`config.mk`:
```
export PLATFORM = sky130hd
export DESIGN_NAME = lsu_load_align
export DESIGN_NICKNAME = d
export VERILOG_FILES = /design/src/include/lsu_unused.svh /design/src/source/lsu_pkg.sv /design/src/source/lsu_load_align.sv
export SDC_FILE = /design/constraint.sdc
export NUM_CORES = 1
export LEC_CHECK = 0
export BUFFER_PORTS_ARGS = -buffer_cell sky130_fd_sc_hd__buf_2
export CORE_ASPECT_RATIO = 0.6
export CORE_MARGIN = 10
export CORE_UTILIZATION = 45
export CTS_BUF_LIST = sky130_fd_sc_hd__clkbuf_4
export DETAILED_ROUTE_END_ITERATION = 7
export MAX_ROUTING_LAYER = met4
export PLACE_DENSITY = 0.88
export SLEW_MARGIN = 20
export SYNTH_ARGS = -nofsm -noshare
export SYNTH_HDL_FRONTEND = slang
export SYNTH_SLANG_ARGS = --single-unit
export TNS_END_PERCENT = 5
```
`constraint.sdc`:
```
create_clock -name clk -period 2.1 [get_ports clk]
set_clock_uncertainty 0.1 [all_clocks]
set_input_delay 0.315 -clock clk [delete_from_list [all_inputs] [get_ports clk]]
set_output_delay 0.315 -clock clk [all_outputs]
set_load 0.1 [all_outputs]
```
`src/include/lsu_unused.svh`:
```
`ifndef LSU_UNUSED_SVH
`define LSU_UNUSED_SVH

// Folds bits that are read on purpose by nobody into one dead net
// Use at most once per module
`define LSU_UNUSED(bits) \
  wire lsu_unused_bits = &{1'b0, bits}

`endif

```
`src/source/lsu_pkg.sv`:
```
package lsu_pkg;

  // Memory depth in 32-bit words
  localparam int MEM_WORDS = 1024;

  // Word index width into the RAM
  localparam int WORD_AW = $clog2(MEM_WORDS);

  // Byte address as seen by the core
  typedef logic [31:0] addr_t;

  // One data word
  typedef logic [31:0] word_t;

  // One strobe bit per byte lane
  typedef logic [3:0] strb_t;

  // Word index after the byte offset is dropped
  typedef logic [WORD_AW-1:0] word_addr_t;

  // Access size, encoding 2'b11 is reserved
  typedef enum logic [1:0] {
    SIZE_BYTE = 2'd0,
    SIZE_HALF = 2'd1,
    SIZE_WORD = 2'd2
  } lsu_size_e;

  // Request from the core, load when store is clear
  typedef struct packed {
    logic      store;
    lsu_size_e size;
    logic      is_unsigned;
    addr_t     addr;
    word_t     wdata;
  } lsu_req_t;

  // Control carried beside the RAM access
  typedef struct packed {
    logic      store;
    lsu_size_e size;
    logic      is_unsigned;
    logic [1:0] offset;
    logic      err;
  } lsu_ctl_t;

  // RAM command, one read or one write per cycle
  typedef struct packed {
    logic       rd_en;
    logic       wr_en;
    word_addr_t addr;
    word_t      wr_data;
    strb_t      wr_strb;
  } mem_cmd_t;

  // Response back to the core
  typedef struct packed {
    word_t rdata;
    logic  err;
  } lsu_rsp_t;

endpackage

```
`src/source/lsu_load_align.sv`:
```
module lsu_load_align (
  input  logic              clk,
  input  logic              rst_n,
  input  logic              ctl_valid,
  input  lsu_pkg::lsu_ctl_t ctl,
  input  lsu_pkg::word_t    rd_data,
  output logic              rsp_valid,
  output lsu_pkg::lsu_rsp_t rsp
);
  import lsu_pkg::*;

  logic     ctl_valid_q;
  lsu_ctl_t ctl_q;
  word_t    shifted;
  word_t    load_data;
  lsu_rsp_t rsp_next;

  // One stage of delay to line control up with the RAM output
  always_ff @(posedge clk) begin
    ctl_q <= ctl;
    if (!rst_n) begin
      ctl_valid_q <= 1'b0;
    end else begin
      ctl_valid_q <= ctl_valid;
    end
  end

  // Bring the addressed lane down to bit 0
  assign shifted = rd_data >> {ctl_q.offset, 3'b000};

  // Extend by size and signedness
  always_comb begin
    case (ctl_q.size)
      SIZE_BYTE: begin
        if (ctl_q.is_unsigned) begin
          load_data = {24'b0, shifted[7:0]};
        end else begin
          load_data = {{24{shifted[7]}}, shifted[7:0]};
        end
      end
      SIZE_HALF: begin
        if (ctl_q.is_unsigned) begin
          load_data = {16'b0, shifted[15:0]};
        end else begin
          load_data = {{16{shifted[15]}}, shifted[15:0]};
        end
      end
      default: begin
        load_data = rd_data;
      end
    endcase
    // Stores and refused accesses return no data
    if (ctl_q.store || ctl_q.err) begin
      load_data = '0;
    end
  end

  always_comb begin
    rsp_next.rdata = load_data;
    rsp_next.err   = ctl_q.err;
  end

  // Response register, valid one cycle after the RAM data
  always_ff @(posedge clk) begin
    rsp <= rsp_next;
    if (!rst_n) begin
      rsp_valid <= 1'b0;
    end else begin
      rsp_valid <= ctl_valid_q;
    end
  end

  // Every control strobe comes back as a response two cycles later
  assert property (@(posedge clk) disable iff (!rst_n)
    ($past(ctl_valid, 2) && $past(rst_n) && $past(rst_n, 2)) |-> rsp_valid);

  // And no response appears without one
  assert property (@(posedge clk) disable iff (!rst_n)
    rsp_valid |-> $past(ctl_valid, 2));

endmodule

```
# Word level (Yosys, flattened, before mapping)
# Index checks and enable logic that the tools add are counted.
[totals] register_bits=42 input_bits=42 output_inout_bits=34
[op_classes] n_eq_ne=1 n_shift=1 n_mux=3 reduce_logical=2
[op_table] op="$mux 32" n=2
[op_table] op="$pmux 32 s2" n=1
[op_table] op="$shr 32x5->16" n=1
[op_table] op="$eq 2x1->1 const B" n=1
[op_table] op="$logic_not 2->1" n=1
[op_table] op="$logic_or 1x1->1" n=1

# Depth between registers and ports, before layout
# Gate-level depths: netlist of the first run.
[logic_depth] word_depth=3 depth_mapped=6

# Worst setup path before layout of the first run
# Ideal clock, no wire load.
[synth_timing] path_type="reg-to-reg" start="reg ctl_q[2] in the netlist's numbering" end="reg rsp[17] in the netlist's numbering" setup_ns=0.132 t_arrival_ns=1.472 required_ns=1.868 path_slack_ns=0.395 path_stages_with_launch=6 n_path_buf=1 period_less_slack_ns=1.705 path_cell_list="dfxtp_1 -> mux4_2 -> nand2_4 -> a21boi_4 -> buf_6 -> a21oi_1"
[synth_via] elab_chain_cells=3 word_cells_on_any_way=4 classes_between="1 x shift; 3 x mux"
[synth_rtl] element="from (decl)" line_no="lsu_load_align.sv:13" text="lsu_ctl_t ctl_q;"
[synth_rtl] element="from (signal assigned)" line_no="lsu_load_align.sv:20" text="ctl_q <= ctl;"
[synth_rtl] element="$shr 32x5->16 *" line_no="lsu_load_align.sv:29" text="assign shifted = rd_data >> {ctl_q.offset, 3'b000};"
[synth_rtl] element="$mux 32, on equally long branches" line_no="lsu_load_align.sv:42, lsu_load_align.sv:35"
[synth_rtl] element="$pmux 32 s2 *" line_no="lsu_load_align.sv:33" text="case (ctl_q.size)"
[synth_rtl] element="to (signal assigned)" line_no="lsu_load_align.sv:65" text="rsp <= rsp_next;"
[synth_rtl] element="to (decl)" line_no="lsu_load_align.sv:8" text="output lsu_pkg::lsu_rsp_t rsp"
# Mark *: on every way between the ends. The rest lies on a longest branch, timed or not.
# A chain may end at the register's enable or synchronous reset.

# Worst setup path after layout of the first run
[layout_timing] start="reg ctl_q[2] in the netlist's numbering" end="reg rsp[29] in the netlist's numbering"
# Same word-level chain as after synthesis.

==> impl_metrics.yaml, run 1 <==
sta:
  relSlewSlack: 0.5817
  slew_violations: 0
  clock.fmax_mhz: 541.0
  hold_violations: 0
  finalWorstPathRequiredPeriod_ns: 1.848
  setup_tns_ns: 0
  fin_crit_sh: 0.8802
  rsz0062_at_grt: "false"
  setup_violations: 0
  worst_pin_slew_ns: 0.6261
drt:
  drt_iter0_drc: 87
  drt-pass1-iter-count: 4
  wl_per_cell_um: 15.97
  met2_length_mm: 2.151
  top_layer_used: "met4"
  wl_mm: 4.504
  vias: 1437
  route.met3.wl_um: 403
  drt-vias-per-instance: 5.096
  postRouteAntennaNets: 0
  wl_met1_mm: 1.900
  drc: 0
clock_network:
  cts.sinks: 42
  clock_path_buffers: 2
  cts_buffers: 5
  cts_tree: "yes"
  ctsResizeCount: 0
  clockRootBuffer: "clkbuf_4"
  clkLatencyLatePin_ns: 0.36
  cts.clk_slew.worst_paths_ns: 0.13
  htreeDepth: 2
floorplan:
  fp-row-count: 16
  initial_core_util: 0.4748
  dieArea_um2: 6296
  top_level_ports: 76
  fp.dieH_um: 65.59
  core_area_um2: 3283
  dieWidth_um: 95.99
power:
  leakagePower_nw: 1.035
  ir_worst_vdd_mv: 0.5341
  power.density_nw_per_um2: 900.0
  power_mw: 1.918
finish:
  final_nets: 278
  multi_input_area_um2: 659.4
  area_growth_pct: 36.68
  fin_area_um2: 2131
  antenna_cells: 0
  seqCellArea_um2: 840.8
  fill_cells: 286
  layout-drive-gt1-share: 0.4093
yosys:
  synth.yosys.seq_area_share: 0.5393
  syn_nets: 199
  ys_ff_latch: 42
  syn_inst: 157
  syn_area_per_cell_um2: 9.930
  ys_types: 22
  yosys_warnings: 0
  syn_area_um2: 1559
placed_design:
  dp_hpwl_mm: 3.492
  gp_congestion: 0.8364
  placed_cell_area_um2: 1954
  io_buffer_count: 75
worst_setup_path:
  start_kind: "flip-flop"
  arrival_ns: 1.99
  cp_max_fo: 16
  end_kind: "flip-flop"
  timing_worst_setup_path_type: "reg2reg"
  cp_data_required_time_ns: 2.24
global_route:
  grt_overflow: 0
  track_usage: 0.1490
  antenna_found_initial: 0
  grt_pass1_vias: 1554
  grt_start_max_net_pins: 26
  grt_pass1_wl_mm: 7.176
flow_run:
  max_cap_viol_count: 0
outcome:
  status: "complete, no violations"
worst_hold_path:
  min_path_type: "in2reg"
power by group:
part           switching (mW)  internal [mW]  total (mW)
Combinational           0.321          0.108       0.429
Sequential             0.0141          0.834       0.848
Clock                   0.269          0.372       0.641
sequential cells by signal (all words and copies together), names as in the netlist:
register	cells
rsp_valid	1
ctl_q	7
ctl_valid_q	1
rsp	33
routing by layer:
layer	GRT usage	up-vias
li1	-	720
met4	0.04945	0
met2	0.2450	59
met5	-	-
met1	0.1667	651
met3	0.04989	7
through the flow:
| step | instances | hold slack, ns | utilization | worst slack [ns] |
|---|---|---|---|---|
| CTS | 282 | 0.04973 | 0.6490 | 0.2758 |
| finish | 282 | 0.05595 | 0.6490 | 0.2516 |
| detailed placement | 267 | 0.2619 | 0.5953 | 0.2256 |
| floorplan | 157 | 0.2427 | - | 0.3954 |
| global placement | 267 | 0.2525 | 0.5953 | 0.2823 |
| global route | 282 | 0.03830 | 0.6490 | 0.1857 |
cell type report:
class	count	share of cell area
timing repair buffer	85	0.2196
clock inverter	3	0.03230
sequential	42	0.3946
multi-input combinational	102	0.3095
clock buffer	5	0.01762
tap	45	0.02642
repair_timing:
| item | CTS | global route |
|---|---|---|
| endpoints found under the hold margin | 7 | 0 |
| setup buffers | 0 | 0 |
| hold buffers | 7 | 0 |
placed cells by master, fill, tap and decap left out, types with 2 or more instances in the layout:
master	netlist	routed
a21oi_1	31	31
a22oi_1	8	8
and2_1	2	2
buf_2	2	75
buf_4	0	3
bufinv_16	0	2
clkbuf_4	0	5
dfxtp_1	42	42
dlygate4sd3_1	0	7
mux2i_1	9	9
nand2_1	17	17
nor2_1	11	11
nor2b_1	2	2
o221a_2	7	7
o2bb2ai_1	7	7
worst max-delay path, stage by stage, from the launching register on:
cell	delay [ns]
dfxtp_1	0.37
mux4_2	0.55
nand2_4	0.14
a21boi_4	0.44
a21oi_1	0.14
synthesized netlist by cell type, drive strengths merged:
cell type | count | area share
or2 | 1 | 0.0040
a21boi | 1 | 0.012
nor3 | 1 | 0.0032
o22ai | 1 | 0.0040
nor3b | 1 | 0.0048
nor2b | 2 | 0.0080
o221a | 7 | 0.051
a21oi | 31 | 0.10
dfxtp | 42 | 0.54
a22oi | 8 | 0.039
nor2 | 11 | 0.026
mux4 | 1 | 0.014
o2bb2ai | 7 | 0.039
buf | 4 | 0.016
and2 | 2 | 0.0080
nand2 | 18 | 0.048
clkbuf | 9 | 0.022
nand2b | 1 | 0.0040
mux2i | 9 | 0.058
cells by family (layout without fill, tap and decap cells):
group | count (synthesis) | in the layout | synth area share
AO/OA/AOI/OAI | 55 | 55 | 0.2440
buffers and inverters | 13 | 93 | 0.03772
flip-flops | 42 | 42 | 0.5393
multiplexers | 10 | 10 | 0.07223
AND/OR/NAND/NOR | 37 | 37 | 0.1067
worst paths after layout:
kind	cells after the start	end	startpoint	slack (ns)
setup / recovery	4	rsp[29]	ctl_q[2]	0.25
hold / removal	2	ctl_valid_q	ctl_valid	0.06
setup reg to reg	4	rsp[29]	ctl_q[2]	0.25
hold reg to reg	0	rsp[0]	ctl_q[0]	0.28
(Power assumes the default switching activity.)
==> run 2, diff against run 1 <==
--- a/config.mk
+++ b/config.mk
@@ -7,12 +7,12 @@
 export LEC_CHECK = 0
 export BUFFER_PORTS_ARGS = -buffer_cell sky130_fd_sc_hd__buf_2
 export CORE_ASPECT_RATIO = 0.6
-export CORE_MARGIN = 10
+export CORE_MARGIN = 3
 export CORE_UTILIZATION = 45
 export CTS_BUF_LIST = sky130_fd_sc_hd__clkbuf_4
 export DETAILED_ROUTE_END_ITERATION = 7
 export MAX_ROUTING_LAYER = met4
-export PLACE_DENSITY = 0.88
+export PLACE_DENSITY = 0.78
 export SLEW_MARGIN = 20
 export SYNTH_ARGS = -nofsm -noshare
 export SYNTH_HDL_FRONTEND = slang
==> run 2 against run 1 <==
  * Combinational power about the same
  * Critical path depth unchanged
  * Worst hold slack better by 0.020 ns
  * Register-to-register slack worse by 0.02 ns
  * Sequential share of layout area up 0.95 points
  * Wire length down 9.9%
  * Via count down 0.56%
  * Flip-flop and latch count unchanged
  * Largest power group unchanged
==> impl_metrics.yaml, run 2 (synthesized netlist as in run 1, its figures left out) <==
outcome:
  status: "complete, no violations"
worst_setup_path:
  crit_buf_inv: 0
  cp_data_required_time_ns: 2.21
  end_kind: "flip-flop"
  path_delay_family: "compound AO/OA/AOI/OAI gates"
  start_kind: "flip-flop"
  critPathSlowestCell: "mux4_2"
  r2r_slack_ns: 0.23
  crit_chain: "mux4_2 -> nand2_4 -> a21boi_4 -> a21oi_1"
  arrival_ns: 1.98
  cp_max_fo: 16
  crit_path_max_incr_delay_ns: 0.55
  timing_worst_setup_path_type: "reg2reg"
global_route:
  antenna_found_initial: 0
  grt_pass1_wl_mm: 6.258
  grt_start_max_net_pins: 26
  track_usage: 0.2067
  grt_pass1_vias: 1361
  grt_overflow: 0
clock_network:
  cts.clk_slew.worst_paths_ns: 0.10
  clock_path_buffers: 2
  clkLatencyLatePin_ns: 0.34
  cts_buffers: 5
  cts_tree: "yes"
  cts.sinks: 42
  clockRootBuffer: "clkbuf_4"
  htreeDepth: 2
finish:
  layout-drive-gt1-share: 0.4093
  fill_cells: 252
  antenna_cells: 0
  fin_area_um2: 2081
  reg_top3: "rsp x33, ctl_q x7"
  largest_reg_flops: 33
  final_cell_mix: "75 x buf_2, 42 x dfxtp_1, 31 x a21oi_1, 17 x nand2_1, 11 x nor2_1"
  final_util: 0.6760
  mostFrequentLayoutCell: "buf_2"
  final_nets: 279
  instances_no_fill: 279
  regMostFlops: "rsp"
  area_growth_pct: 33.47
drt:
  vias: 1429
  drt-vias-per-instance: 5.122
  drt_iter0_drc: 87
  wl_per_cell_um: 14.54
  drt-pass1-iter-count: 5
  drc: 0
  wl_mm: 4.057
  postRouteAntennaNets: 0
floorplan:
  dieArea_um2: 4230
  fp-row-count: 15
  top_level_ports: 76
  initial_core_util: 0.5065
  fp.dieH_um: 51.59
  core_area_um2: 3078
  dieWidth_um: 81.99
sta:
  fin_crit_sh: 0.8884
  slew_violations: 0
  relSlewSlack: 0.6219
  clock.fmax_mhz: 536.0
  setup_violations: 0
  finalWorstPathRequiredPeriod_ns: 1.866
  hold_violations: 0
  fin_ws_ns: 0.2343
  hold_ws_ns: 0.07624
  rsz0062_at_grt: "false"
  setup_tns_ns: 0
  worst_pin_slew_ns: 0.5660
power:
  power.density_nw_per_um2: 799.5
  comb_power_share: 0.260
  cellInternalPower_mw: 1.094
  power_mw: 1.664
  leakagePower_nw: 1.016
  power_frac_seq: 0.509
  ir_worst_vdd_mv: 0.4720
  p_switching_mw: 0.5692
  switching_share: 0.3421
  pwr-share-clk: 0.231
placed_design:
  placed_cell_area_um2: 1958
  dp.cells: 265
  io_buffer_count: 75
  dp_hpwl_mm: 2.974
  gp_congestion: 0.8344
  place_ws_ns: 0.2252
flow_run:
  max_cap_viol_count: 0
worst_hold_path:
  min_path_type: "in2reg"
## run 2: cell count changes in the layout (fill, tap and decap cells not counted), sizes merged
cell	change
bufinv	-2
clkbuf	+2
clkinv	-1
buf	+1
## run 2: repair_timing
action,CTS,global route
endpoints found under the hold margin,7,0
endpoints found under the setup margin,0,0
hold buffers,7,0
resized for setup,0,0
setup buffers,0,0
## run 2: layout make-up
type | count | area, um2 | share of cell area
sequential | 42 | 840.8 | 0.4041
timing repair buffer | 86 | 475.5 | 0.2285
clock buffer | 7 | 52.55 | 0.02526
tap | 42 | 52.55 | 0.02526
multi-input combinational | 102 | 659.4 | 0.3169
## run 2: power groups by stage
stage | combinational, mW | clock (mW) | sequential [mW]
finish | 0.432 | 0.385 | 0.846
global placement | 0.417 | 0 | 0.865
floorplan | 0.112 | 0 | 1.07
global route | 0.455 | 0.421 | 0.851
detailed placement | 0.420 | 0 | 0.865
CTS | 0.430 | 0.392 | 0.847
## run 2: metal layers
layer,global-route usage,share of wire,vias up
met4,0.07182,0.015,0
met1,0.2869,0.47,618
met2,0.2842,0.41,79
met5,-,0,-
met3,0.06228,0.10,9
li1,-,-,723
## run 2: worst register-to-register path, delay by kind of cell, from the launching register on
family          cells  cell delay [ns]
compound gates      2             0.59
flops               1             0.36
mux                 1             0.55
simple gates        1             0.14
## run 2: worst paths after layout
| check | cells past startpoint | to | start |
|---|---|---|---|
| worst max-delay path | 4 | rsp[24] | ctl_q[2] |
| worst min register to register | 0 | rsp[0] | ctl_q[0] |
| worst max register to register | 4 | rsp[24] | ctl_q[2] |
| worst min-delay path | 2 | ctl_valid_q | ctl_valid |
