`src/include/lsu_unused.svh`:
```
`ifndef LSU_UNUSED_SVH
`define LSU_UNUSED_SVH

// Folds bits that are read on purpose by nobody into one dead net
// Use at most once per module
`define LSU_UNUSED(bits) \
  wire lsu_unused_bits = &{1'b0, bits}

`endif

```
`src/source/lsu_pkg.sv`:
```
package lsu_pkg;

  // Memory depth in 32-bit words
  localparam int MEM_WORDS = 1024;

  // Word index width into the RAM
  localparam int WORD_AW = $clog2(MEM_WORDS);

  // Byte address as seen by the core
  typedef logic [31:0] addr_t;

  // One data word
  typedef logic [31:0] word_t;

  // One strobe bit per byte lane
  typedef logic [3:0] strb_t;

  // Word index after the byte offset is dropped
  typedef logic [WORD_AW-1:0] word_addr_t;

  // Access size, encoding 2'b11 is reserved
  typedef enum logic [1:0] {
    SIZE_BYTE = 2'd0,
    SIZE_HALF = 2'd1,
    SIZE_WORD = 2'd2
  } lsu_size_e;

  // Request from the core, load when store is clear
  typedef struct packed {
    logic      store;
    lsu_size_e size;
    logic      is_unsigned;
    addr_t     addr;
    word_t     wdata;
  } lsu_req_t;

  // Control carried beside the RAM access
  typedef struct packed {
    logic      store;
    lsu_size_e size;
    logic      is_unsigned;
    logic [1:0] offset;
    logic      err;
  } lsu_ctl_t;

  // RAM command, one read or one write per cycle
  typedef struct packed {
    logic       rd_en;
    logic       wr_en;
    word_addr_t addr;
    word_t      wr_data;
    strb_t      wr_strb;
  } mem_cmd_t;

  // Response back to the core
  typedef struct packed {
    word_t rdata;
    logic  err;
  } lsu_rsp_t;

endpackage

```
`src/source/lsu_req_stage.sv`:
```
`include "lsu_unused.svh"

module lsu_req_stage (
  input  logic              clk,
  input  logic              rst_n,
  input  logic              req_valid,
  input  lsu_pkg::lsu_req_t req,
  output lsu_pkg::mem_cmd_t cmd,
  output logic              ctl_valid,
  output lsu_pkg::lsu_ctl_t ctl
);
  import lsu_pkg::*;

  logic [1:0] offset;
  logic       misaligned;
  strb_t      strb;
  word_t      lane_data;
  mem_cmd_t   cmd_next;
  lsu_ctl_t   ctl_next;

  // Byte position inside the addressed word
  assign offset = req.addr[1:0];

  // Size decode
  // Store data is replicated over all lanes and the strobes pick the live ones
  always_comb begin
    misaligned = 1'b0;
    strb       = '0;
    lane_data  = req.wdata;
    case (req.size)
      SIZE_BYTE: begin
        strb      = strb_t'(4'b0001 << offset);
        lane_data = {4{req.wdata[7:0]}};
      end
      SIZE_HALF: begin
        // Halfword must start on an even byte
        misaligned = offset[0];
        strb       = offset[1] ? 4'b1100 : 4'b0011;
        lane_data  = {2{req.wdata[15:0]}};
      end
      SIZE_WORD: begin
        misaligned = |offset;
        strb       = 4'b1111;
      end
      default: begin
        // Reserved size is refused like a misaligned access
        misaligned = 1'b1;
      end
    endcase
  end

  // Memory command for the next cycle
  // An erroring request never touches the RAM
  always_comb begin
    cmd_next.rd_en   = req_valid && !req.store && !misaligned;
    cmd_next.wr_en   = req_valid && req.store && !misaligned;
    cmd_next.addr    = req.addr[WORD_AW+1:2];
    cmd_next.wr_data = lane_data;
    cmd_next.wr_strb = req.store ? strb : '0;
  end

  // Control that rides along to the load aligner
  always_comb begin
    ctl_next.store       = req.store;
    ctl_next.size        = req.size;
    ctl_next.is_unsigned = req.is_unsigned;
    ctl_next.offset      = offset;
    ctl_next.err         = misaligned;
  end

  // Payload moves every cycle, only the enables and valid see reset
  always_ff @(posedge clk) begin
    cmd <= cmd_next;
    ctl <= ctl_next;
    if (!rst_n) begin
      cmd.rd_en <= 1'b0;
      cmd.wr_en <= 1'b0;
      ctl_valid <= 1'b0;
    end else begin
      ctl_valid <= req_valid;
    end
  end

  // A RAM write always belongs to a valid request that passed alignment
  assert property (@(posedge clk) disable iff (!rst_n)
    cmd.wr_en |-> (ctl_valid && ctl.store && !ctl.err));

  // The RAM port is shared, one access per cycle
  assert property (@(posedge clk) disable iff (!rst_n)
    !(cmd.rd_en && cmd.wr_en));

  // Address wraps above the RAM size
  // Upper store data is only live for word stores
  `LSU_UNUSED({req.addr[31:WORD_AW+2], req.wdata[31:16]});

endmodule
```
`config.mk`:
```
export PLATFORM = sky130hd
export DESIGN_NAME = lsu_req_stage
export DESIGN_NICKNAME = d
export VERILOG_FILES = /design/src/source/lsu_pkg.sv /design/src/source/lsu_req_stage.sv
export VERILOG_INCLUDE_DIRS = /design/src /design/src/include
export SDC_FILE = /design/constraint.sdc
export NUM_CORES = 1
export LEC_CHECK = 0
export BUFFER_PORTS_ARGS = -buffer_cell sky130_fd_sc_hd__buf_2
export CAP_MARGIN = 5
export CORE_MARGIN = 2
export CORE_UTILIZATION = 38
export DETAILED_ROUTE_END_ITERATION = 12
export PLACE_DENSITY = 0.77
export SLEW_MARGIN = 0
export SYNTH_ARGS = -nofsm -noshare
export SYNTH_HDL_FRONTEND = slang
export SYNTH_SLANG_ARGS = --single-unit
```
`constraint.sdc`:
```
create_clock -name clk -period 1.1 [get_ports clk]
set_clock_uncertainty 0.1 [all_clocks]
set_input_delay 0.165 -clock clk [delete_from_list [all_inputs] [get_ports clk]]
set_output_delay 0.165 -clock clk [all_outputs]
set_load 0.02 [all_outputs]
```
# --- Yosys cells after proc, flatten, opt, wreduce, memory -nomap -nowiden ---
# Cells that the tools add are included.
word_totals:
  ff_bits: 56
  inputBits: 71
  output_inout_bits: 56
  elab_cells: 26
classes:
  eq_ne: 2
  n_shift: 1
  n_mux: 4
  reduce_logical: 8
op_table:
  columns: ["operator", "n"]
  rows:
  - ["$pmux 32 s2", 1]
  - ["$pmux 4 s3", 1]
  - ["$logic_and 1x1->1", 4]
  - ["$mux 4", 1]
  - ["$shl 1x2->4 const A", 1]
  - ["$pmux 1 s3", 1]
  - ["$eq 2x1->1 const B", 1]
  - ["$eq 2x2->1 const B", 1]
  - ["$logic_not 1->1", 2]
  - ["$logic_not 2->1", 1]
  - ["$reduce_or 2->1", 1]

# --- Longest topological paths before layout ---
# Gate-level depths: netlist of the first run.
depth:
  depth_word: 4
  mapped_depth: 5
  depth_no_buf: 3

# --- Least setup slack after synthesis of the first run ---
# No wires, ideal clock.
synth_timing:
  kind: "input port to flip-flop"
  start: "in req[65] (netlist name)"
  end: "reg cmd[12] (netlist name)"
  t_arrival_ns: 0.794
  slack_ns: 0.085
  cell_stages: 3
  n_path_buf: 1
  path_cell_list: "buf_6 > nor2_4 > mux2_2"
synth_lines:
  columns: ["element", "line", "source"]
  rows:
  - ["from (decl)", "lsu_req_stage.sv:7", "input lsu_pkg::lsu_req_t req,"]
  - ["to (signal assigned)", "lsu_req_stage.sv:73", "cmd <= cmd_next;"]
  - ["to (decl)", "lsu_req_stage.sv:8", "output lsu_pkg::mem_cmd_t cmd,"]

# --- Worst setup path in the final report of the first run ---
layout_timing:
  start: "reg cmd[16] (netlist name)"
  end: "out cmd[16] (netlist name)"
# No word-level cell between the ends.

==> results.toml, run 1 <==
[route]
drtIter0Drc = 26
drc = 0
vias_per_cell = 4.31
ant_nets = 0
dr.pass1.iters = 2
finalWirelength_um = 4180
routed-via-count = 1431
wl_per_cell_um = 12.6

[floorplan]
die_height_um = 69.6
start_util_pct = 40.3
core_area_um2 = 4060
pin_count = 127
dieArea_um2 = 4840
fp-row-count = 23
die_w_um = 69.6

[cells_and_area]
syn_to_final_growth_pct = 72.9
utilization_pct = 69.7
fillers = 294
register_area_um2 = 1120
nets = 352
antenna_cells = 0
drive_above_1_share_pct = 50.4
multiInputGateArea_um2 = 444

[hold_path]
hold_class = "primary input to flip-flop"
hold_path_depth = 3

[clock_tree]
tritoncts = "built"
cts_max_level = 2
cts_buffers = 5
root_buffer = "clkbuf_8"
clockBufferDepth = 2
cts_sinks = 56
postCtsSetupRepairBufs = 0
clkTransAtPathRegs_ps = 100

[timing]
min_period_over_period_pct = 97.8
final_hold_viol_count = 0
setup_viol = 0
worst_pin_slew_ps = 225
rsz0062_at_grt = "false"
drv_slew = 0
min_period_ps = 1080
fmax_mhz = 929
relSlewSlack_pct = 85.0
whs_ps = 30.5

[worst_setup_path]
slowest_stage = "dfxtp_1"
worst_setup_path_start_kind = "flip-flop"
critical_path.top_delay_family = "flip-flops"
path_buf_inv = 1
crit_path_end_kind = "output pin"
cp_num_cells = 1
worstPathCellList = "buf_2"
worstPathRequired_ps = 830
crit_fanout = 1
critPathArrivalTime_ps = 810
max_stage_delay_ps = 340
crit_type = "flip-flop to output pin"

[power]
leakage_nw = 1.39
p_per_area_nw_per_um2 = 1540
irDropWorstVdd_uv = 949

[logic_synthesis]
synth_area_um2 = 1640
ys_ff_latch = 56
yosysUniqueCellTypes = 18
seq_area_frac_synth_pct = 68.6
syn-num-nets = 193
netlist_instances = 122
syn_avg_cell_area_um2 = 13.4
yosys_warnings = 0

[placed_design]
portBuffers = 106
dp_hpwl_um = 2590
place.gp.congestion = 0.670

[global_routing]
grt_use_total_pct = 17.9
antenna_found_initial = 0
grt_pass1_wl_um = 6810
first_global_vias = 1483
grt_max_degree = 17
gr-total-overflow = 0

[flow_run]
drv_cap = 0

[run_status]
status = "completed"
synthesized netlist by cell type:
cell       n  area share [%]
dfxtp_1   56              69
mux2_2    16              11
nand2_1   11             2.5
o21ai_0    9             2.8
mux2i_1    8             4.9
a21oi_1    4             1.2
buf_6      3             2.1
inv_1      3            0.69
nor2_1     2            0.46
nor3_2     2             1.2
a21oi_2    1            0.54
buf_12     1             1.2
buf_2      1            0.31
nand2b_1   1            0.38
nor2_2     1            0.38
nor2_4     1            0.69
nor3b_2    1            0.76
o21ai_1    1            0.31
logic make-up after synthesis:
family                 count (synthesis)  share of synthesized area [%]
AND/OR/NAND/NOR                       19                           6.43
multiplexers                          24                           15.9
AO/OA/AOI/OAI                         15                           4.82
flip-flops                            56                           68.6
buffers and inverters                  8                           4.28
per-layer routing:
metal	vias to the layer above	routed length, um	global-route usage, %
met5	-	0	0
met4	0	85	10.9
met3	8	448	6.54
met2	82	2020	30.1
met1	621	1620	19.0
li1	720	-	-
flip-flops by register name, indices dropped and copies added (netlist names):
name       cells
cmd           48
ctl_valid      1
ctl            7
stage by stage:
step	instances	power, mW	worst slack [ps]	cell area, um2	TNS [ps]
3_3_place_gp	279	2.82	-6.56	2230	-16.1
6_report	332	4.35	24.1	2830	0
4_1_cts	333	4.38	9.67	2810	0
3_5_place_dp	279	2.84	-14.0	2230	-77.1
5_1_grt	332	4.53	2.03	2830	0
2_1_floorplan	122	2.58	84.9	1640	0
area by class of cell:
type / count / share of cell area (%)
Multi-Input combinational cell: 58 / 15.7
Sequential cell: 56 / 39.7
Tap cell: 50 / 2.21
Timing Repair Buffer: 157 / 37.5
Inverter: 3 / 0.398
Clock buffer: 7 / 3.41
Clock inverter: 1 / 1.06
cell usage in the layout, fill, tap and decap left out, drive strengths merged:
master        Yosys  layout
dlygate4sd3       0      45
inv               3       3
dlymetal6s4s      0       1
nand2            11      11
dfxtp            56      56
clkbuf            0       7
nor3b             1       1
o21ai            10      10
a21oi             5       5
nand2b            1       1
nor3              2       2
bufinv            0       1
nor2              4       4
mux2i             8       8
mux2             16      16
buf               5     111
path summary, 6_finish.rpt:
check	startpoint	end	slack (ps)
max	cmd[16]$_DFF_P_	cmd[16]	20
min	req_valid	ctl_valid$_SDFF_PN0_	30
power breakdown:
group | internal, mW | switching, mW
Combinational | 0.362 | 0.371
Clock | 0.803 | 0.620
Sequential | 2.16 | 0.0313
Total | 3.33 | 1.02
timing repair:
action	CTS	global route
resized for setup	0	8
hold endpoints to repair	47	0
hold buffers	46	0
setup endpoints to repair	0	8
Power figures use the tool's default switching activity.
==> run 2, diff against run 1 <==
--- a/config.mk
+++ b/config.mk
@@ -12,6 +12,7 @@
 export CORE_UTILIZATION = 38
 export DETAILED_ROUTE_END_ITERATION = 12
 export PLACE_DENSITY = 0.77
+export REMOVE_ABC_BUFFERS = 1
 export SLEW_MARGIN = 0
 export SYNTH_ARGS = -nofsm -noshare
 export SYNTH_HDL_FRONTEND = slang
==> run 2 against run 1 <==
Compared with the run above:
- non-clock buffer count fell by 2
- global-route usage rose by 0.91 points
- clock power down 23%
- cell area decreased by 2.3%
- routed wire length is 4.4% higher
- combinational power about the same
- flip-flop and latch count is the same
- largest power group unchanged
- die area unchanged
- sequential share of layout area rose by 0.87 points
- via count up 0.49%
==> results.toml, run 2 (synthesis gave the netlist of run 1 again) <==
[timing]
final_hold_viol_count = 0
rsz0062_at_grt = "false"
min_period_over_period_pct = 96.2
drv_slew = 0
setup_tns_ps = 0
relSlewSlack_pct = 81.6
fmax_mhz = 945
setup_viol = 0
worst_pin_slew_ps = 275
min_period_ps = 1060

[global_routing]
first_global_vias = 1604
gr-total-overflow = 0
grt_max_degree = 19
antenna_found_initial = 0
grt_use_total_pct = 18.8
grt_pass1_wl_um = 7230

[hold_path]
hold_class = "primary input to flip-flop"

[cells_and_area]
nets = 350
top_register = "cmd"
antenna_cells = 0
drive_above_1_share_pct = 49.3
final_common_cell = "buf_2"
largestRegisters = "cmd: 48 flops, ctl: 7 flops, ctl_valid: 1 flops"
syn_to_final_growth_pct = 69.0
fillers = 279
final_cell_mix = "buf_2, dfxtp_1, dlygate4sd3_1"
largest_reg_flops = 48
finalNonFillerCells = 330

[clock_tree]
cts_buffers = 5
postCtsSetupRepairBufs = 0
tritoncts = "built"
clockBufferDepth = 2
cts_sinks = 56
root_buffer = "clkbuf_8"
clkTransAtPathRegs_ps = 90
cts_max_level = 2

[power]
leakage_nw = 1.35
irDropWorstVdd_uv = 867
p_per_area_nw_per_um2 = 1450

[floorplan]
start_util_pct = 40.3
pin_count = 127
dieArea_um2 = 4840
die_height_um = 69.6
fp-row-count = 23
core_area_um2 = 4060
die_w_um = 69.6

[placed_design]
portBuffers = 106
place.gp.congestion = 0.656
dp_hpwl_um = 2490
dp_cells = 277

[worst_setup_path]
critical_path.top_delay_family = "flip-flops"
crit_path_end_kind = "output pin"
worstPathRequired_ps = 830
critPathArrivalTime_ps = 790
worst_setup_path_start_kind = "flip-flop"
crit_type = "flip-flop to output pin"
slowest_stage = "dfxtp_1"
path_buf_inv = 1
crit_fanout = 1
max_stage_delay_ps = 330
worstPathCellList = "buf_2"

[flow_run]
drv_cap = 0

[route]
drtIter0Drc = 48
ant_nets = 0
drc = 0
dr.pass1.iters = 4
finalWirelength_um = 4360
wl_per_cell_um = 13.2
routed-via-count = 1438
vias_per_cell = 4.36

[run_status]
status = "completed"
-- run 2: cell types whose count changed in the layout (fill, tap and decap cells not counted) --
cell | previous run | this run
clkinv_4 | 0 | 1
dfxtp_2 | 1 | 0
clkinvlp_4 | 0 | 1
buf_2 | 99 | 98
clkbuf_8 | 7 | 5
clkbuf_1 | 0 | 1
buf_12 | 1 | 0
bufinv_16 | 1 | 0
dfxtp_1 | 55 | 56
-- run 2: per-layer routing --
layer,routed length (um),share of wire (%),track usage [%],vias up
met4,82,1.9,7.19,0
met1,1690,39,19.3,639
met5,0,0,0,-
met2,2140,49,33.7,73
met3,455,10,8.14,9
li1,-,-,-,717
-- run 2: final timing paths --
check             from  cells past startpoint                   end  slack, ps
max    cmd[15]$_DFF_P_                      1               cmd[15]         40
min          req_valid                      3  ctl_valid$_SDFF_PN0_         10
-- run 2: metrics by stage --
stage | setup slack, ps | total power [mW] | hold WS (ps) | utilization (%) | area (um2)
after floorplan | 195 | 2.54 | 92.7 | - | 1580
after global placement | -48.4 | 2.81 | 168 | 54.2 | 2200
after detailed placement | -67.3 | 2.82 | 169 | 54.2 | 2200
after CTS | 23.4 | 4.04 | 11.7 | 67.7 | 2750
after global routing | 0.593 | 4.21 | 42.1 | 68.1 | 2760
final | 42.3 | 4.02 | 14.8 | 68.1 | 2760
-- run 2: repair_timing --
item                       in CTS  in global routing
hold buffers                   46                  0
setup endpoints to repair       0                  8
hold endpoints to repair       47                  0
resized for setup               0                  8
-- run 2: final cells by class --
cell class	count	area (um2)	share of cell area (%)
flip-flops and latches	56	1120	40.6
repair buffers	155	1040	37.5
multi-input cells	58	444	16.1
clock buffers	6	72.6	2.63
well taps	50	62.6	2.26
clock inverters	2	16.3	0.589
inverters	3	11.3	0.407
-- run 2: power by group --
part | switching (mW) | leakage (nW) | internal (mW)
logic | 0.376 | 0.838 | 0.355
registers | 0.0315 | 0.471 | 2.16
clock network | 0.637 | 0.0414 | 0.454
==> run 3, diff against run 2 <==
--- a/config.mk
+++ b/config.mk
@@ -8,6 +8,7 @@
 export LEC_CHECK = 0
 export BUFFER_PORTS_ARGS = -buffer_cell sky130_fd_sc_hd__buf_2
 export CAP_MARGIN = 5
+export CORE_ASPECT_RATIO = 0.8
 export CORE_MARGIN = 2
 export CORE_UTILIZATION = 38
 export DETAILED_ROUTE_END_ITERATION = 12
==> run 3 against run 2 <==
Compared with the run above:
- critical path depth unchanged
- clock-buffer cell count unchanged
- global-route usage decreased by 0.87 points
- sequential share of layout area decreased by 0.11 points
- clock power increased by 17%
- non-clock buffer count unchanged
- worst setup slack about the same
- critical path type unchanged
- critical endpoint is now cmd[19]
- largest power group unchanged
==> results.toml, run 3 (synthesis gave the netlist of run 1 again) <==
[timing]
worst_pin_slew_ps = 300
drv_slew = 0
fmax_mhz = 946
whs_ps = 8.25
min_period_over_period_pct = 96.1
setup_tns_ps = 0
min_period_ps = 1060
relSlewSlack_pct = 80.0
setup_viol = 0
final_hold_viol_count = 0

[worst_setup_path]
worstPathRequired_ps = 830
worstPathCellList = "buf_2"
max_stage_delay_ps = 340
critPathArrivalTime_ps = 790
crit_fanout = 1
path_buf_inv = 1
crit_type = "flip-flop to output pin"
critical_path.top_delay_family = "flip-flops"
crit_path_end_kind = "output pin"
worst_setup_path_start_kind = "flip-flop"
slowest_stage = "dfxtp_1"

[floorplan]
start_util_pct = 39.4
die_height_um = 62.7
fp-row-count = 21
core_area_um2 = 4150
dieArea_um2 = 4850
die_w_um = 77.3
pin_count = 127

[hold_path]
hold_class = "primary input to flip-flop"
min_to = "cmd[18]$_DFF_P_"
min_from = "req[14]"
hold_path_depth = 2

[clock_tree]
postCtsSetupRepairBufs = 0
tritoncts = "built"
cts_max_level = 2
clkTransAtPathRegs_ps = 90
cts_buffers = 5
cts_sinks = 56
root_buffer = "clkbuf_8"
clockBufferDepth = 2

[global_routing]
grt_max_degree = 17
first_global_vias = 1479
antenna_found_initial = 0
grt_pass1_wl_um = 6800
gr-total-overflow = 0
grt_use_total_pct = 18.0

[power]
leakage_nw = 1.36
power_mw = 4.19
internal_power_mw = 3.19
power_switching_mw = 1.01
switching_share_pct = 24.0
power_frac_clock_pct = 30.4
p_per_area_nw_per_um2 = 1510
power.share.sequential_pct = 52.4
irDropWorstVdd_uv = 1100
share_comb_of_total_power_pct = 17.2

[cells_and_area]
syn_to_final_growth_pct = 69.5
nets = 350
antenna_cells = 0
largestRegisters = "cmd: 48 flops, ctl: 7 flops, ctl_valid: 1 flops"
drive_above_1_share_pct = 50.4
final_cell_mix = "buf_2, dfxtp_1, dlygate4sd3_1"
fillers = 302
largest_reg_flops = 48
utilization_pct = 66.8
final_common_cell = "buf_2"
top_register = "cmd"

[route]
ant_nets = 0
vias_per_cell = 4.38
finalWirelength_um = 4290
drtIter0Drc = 8
drc = 0
routed-via-count = 1475
dr.pass1.iters = 4
wl_per_cell_um = 12.7

[run_status]
status = "completed"

[placed_design]
dp_hpwl_um = 2560
place.gp.congestion = 0.698
portBuffers = 106

[flow_run]
drv_cap = 0
## run 3: what timing repair did
action                                  4_1_cts  5_1_grt
endpoints found under the setup margin        0        3
endpoints found under the hold margin        42        2
hold buffers                                 41        2
gates resized for setup                       0        3
## run 3: power groups by stage
stage | Clock (mW) | Sequential, mW | Combinational (mW)
finish | 1.28 | 2.19 | 0.721
global route | 1.41 | 2.21 | 0.774
CTS | 1.32 | 2.19 | 0.706
detailed placement | 0 | 2.24 | 0.594
global placement | 0 | 2.24 | 0.586
floorplan | 0 | 2.42 | 0.112
## run 3: how the worst max path moves through the flow
stage / depth (start not counted) / from / slack, ps / end
3_3_place_gp: 3 / req[66] / -50 / cmd[15]$_DFF_P_
2_1_floorplan: 2 / req[66] / 200 / cmd[12]$_DFF_P_
6_report: 1 / cmd[19]$_DFF_P_ / 40 / cmd[19]
5_1_grt: 1 / cmd[34]$_DFF_P_ / -4 / cmd[34]
4_1_cts: 1 / cmd[1]$_SDFF_PN0_ / 3 / cmd[1]
3_5_place_dp: 3 / req[66] / -60 / cmd[14]$_DFF_P_
## run 3: routing by layer
layer	track usage (%)	part of all wire, %	vias up
met1	20.8	42	667
met5	0	0	-
li1	-	-	719
met4	4.69	0.79	0
met2	31.1	47	84
met3	6.94	9.9	5
## run 3: metrics by stage
| step | instances | setup slack (ps) | instance area, um2 |
|---|---|---|---|
| 5_1_grt | 337 | -4.01 | 2770 |
| 4_1_cts | 336 | 2.78 | 2750 |
| 3_5_place_dp | 287 | -59.1 | 2230 |
| 6_report | 337 | 42.7 | 2770 |
| 3_3_place_gp | 287 | -53.6 | 2230 |
| 2_1_floorplan | 117 | 195 | 1580 |
## run 3: cell type report
type                    count  area (um2)  share of cell area (%)
well taps                  57        71.3                    2.57
clock buffers               6        72.6                    2.62
clock inverters             2        35.0                    1.26
repair buffers            155        1020                    36.7
inverters                   3        11.3                   0.406
flip-flops and latches     56        1120                    40.5
multi-input cells          58         444                    16.0
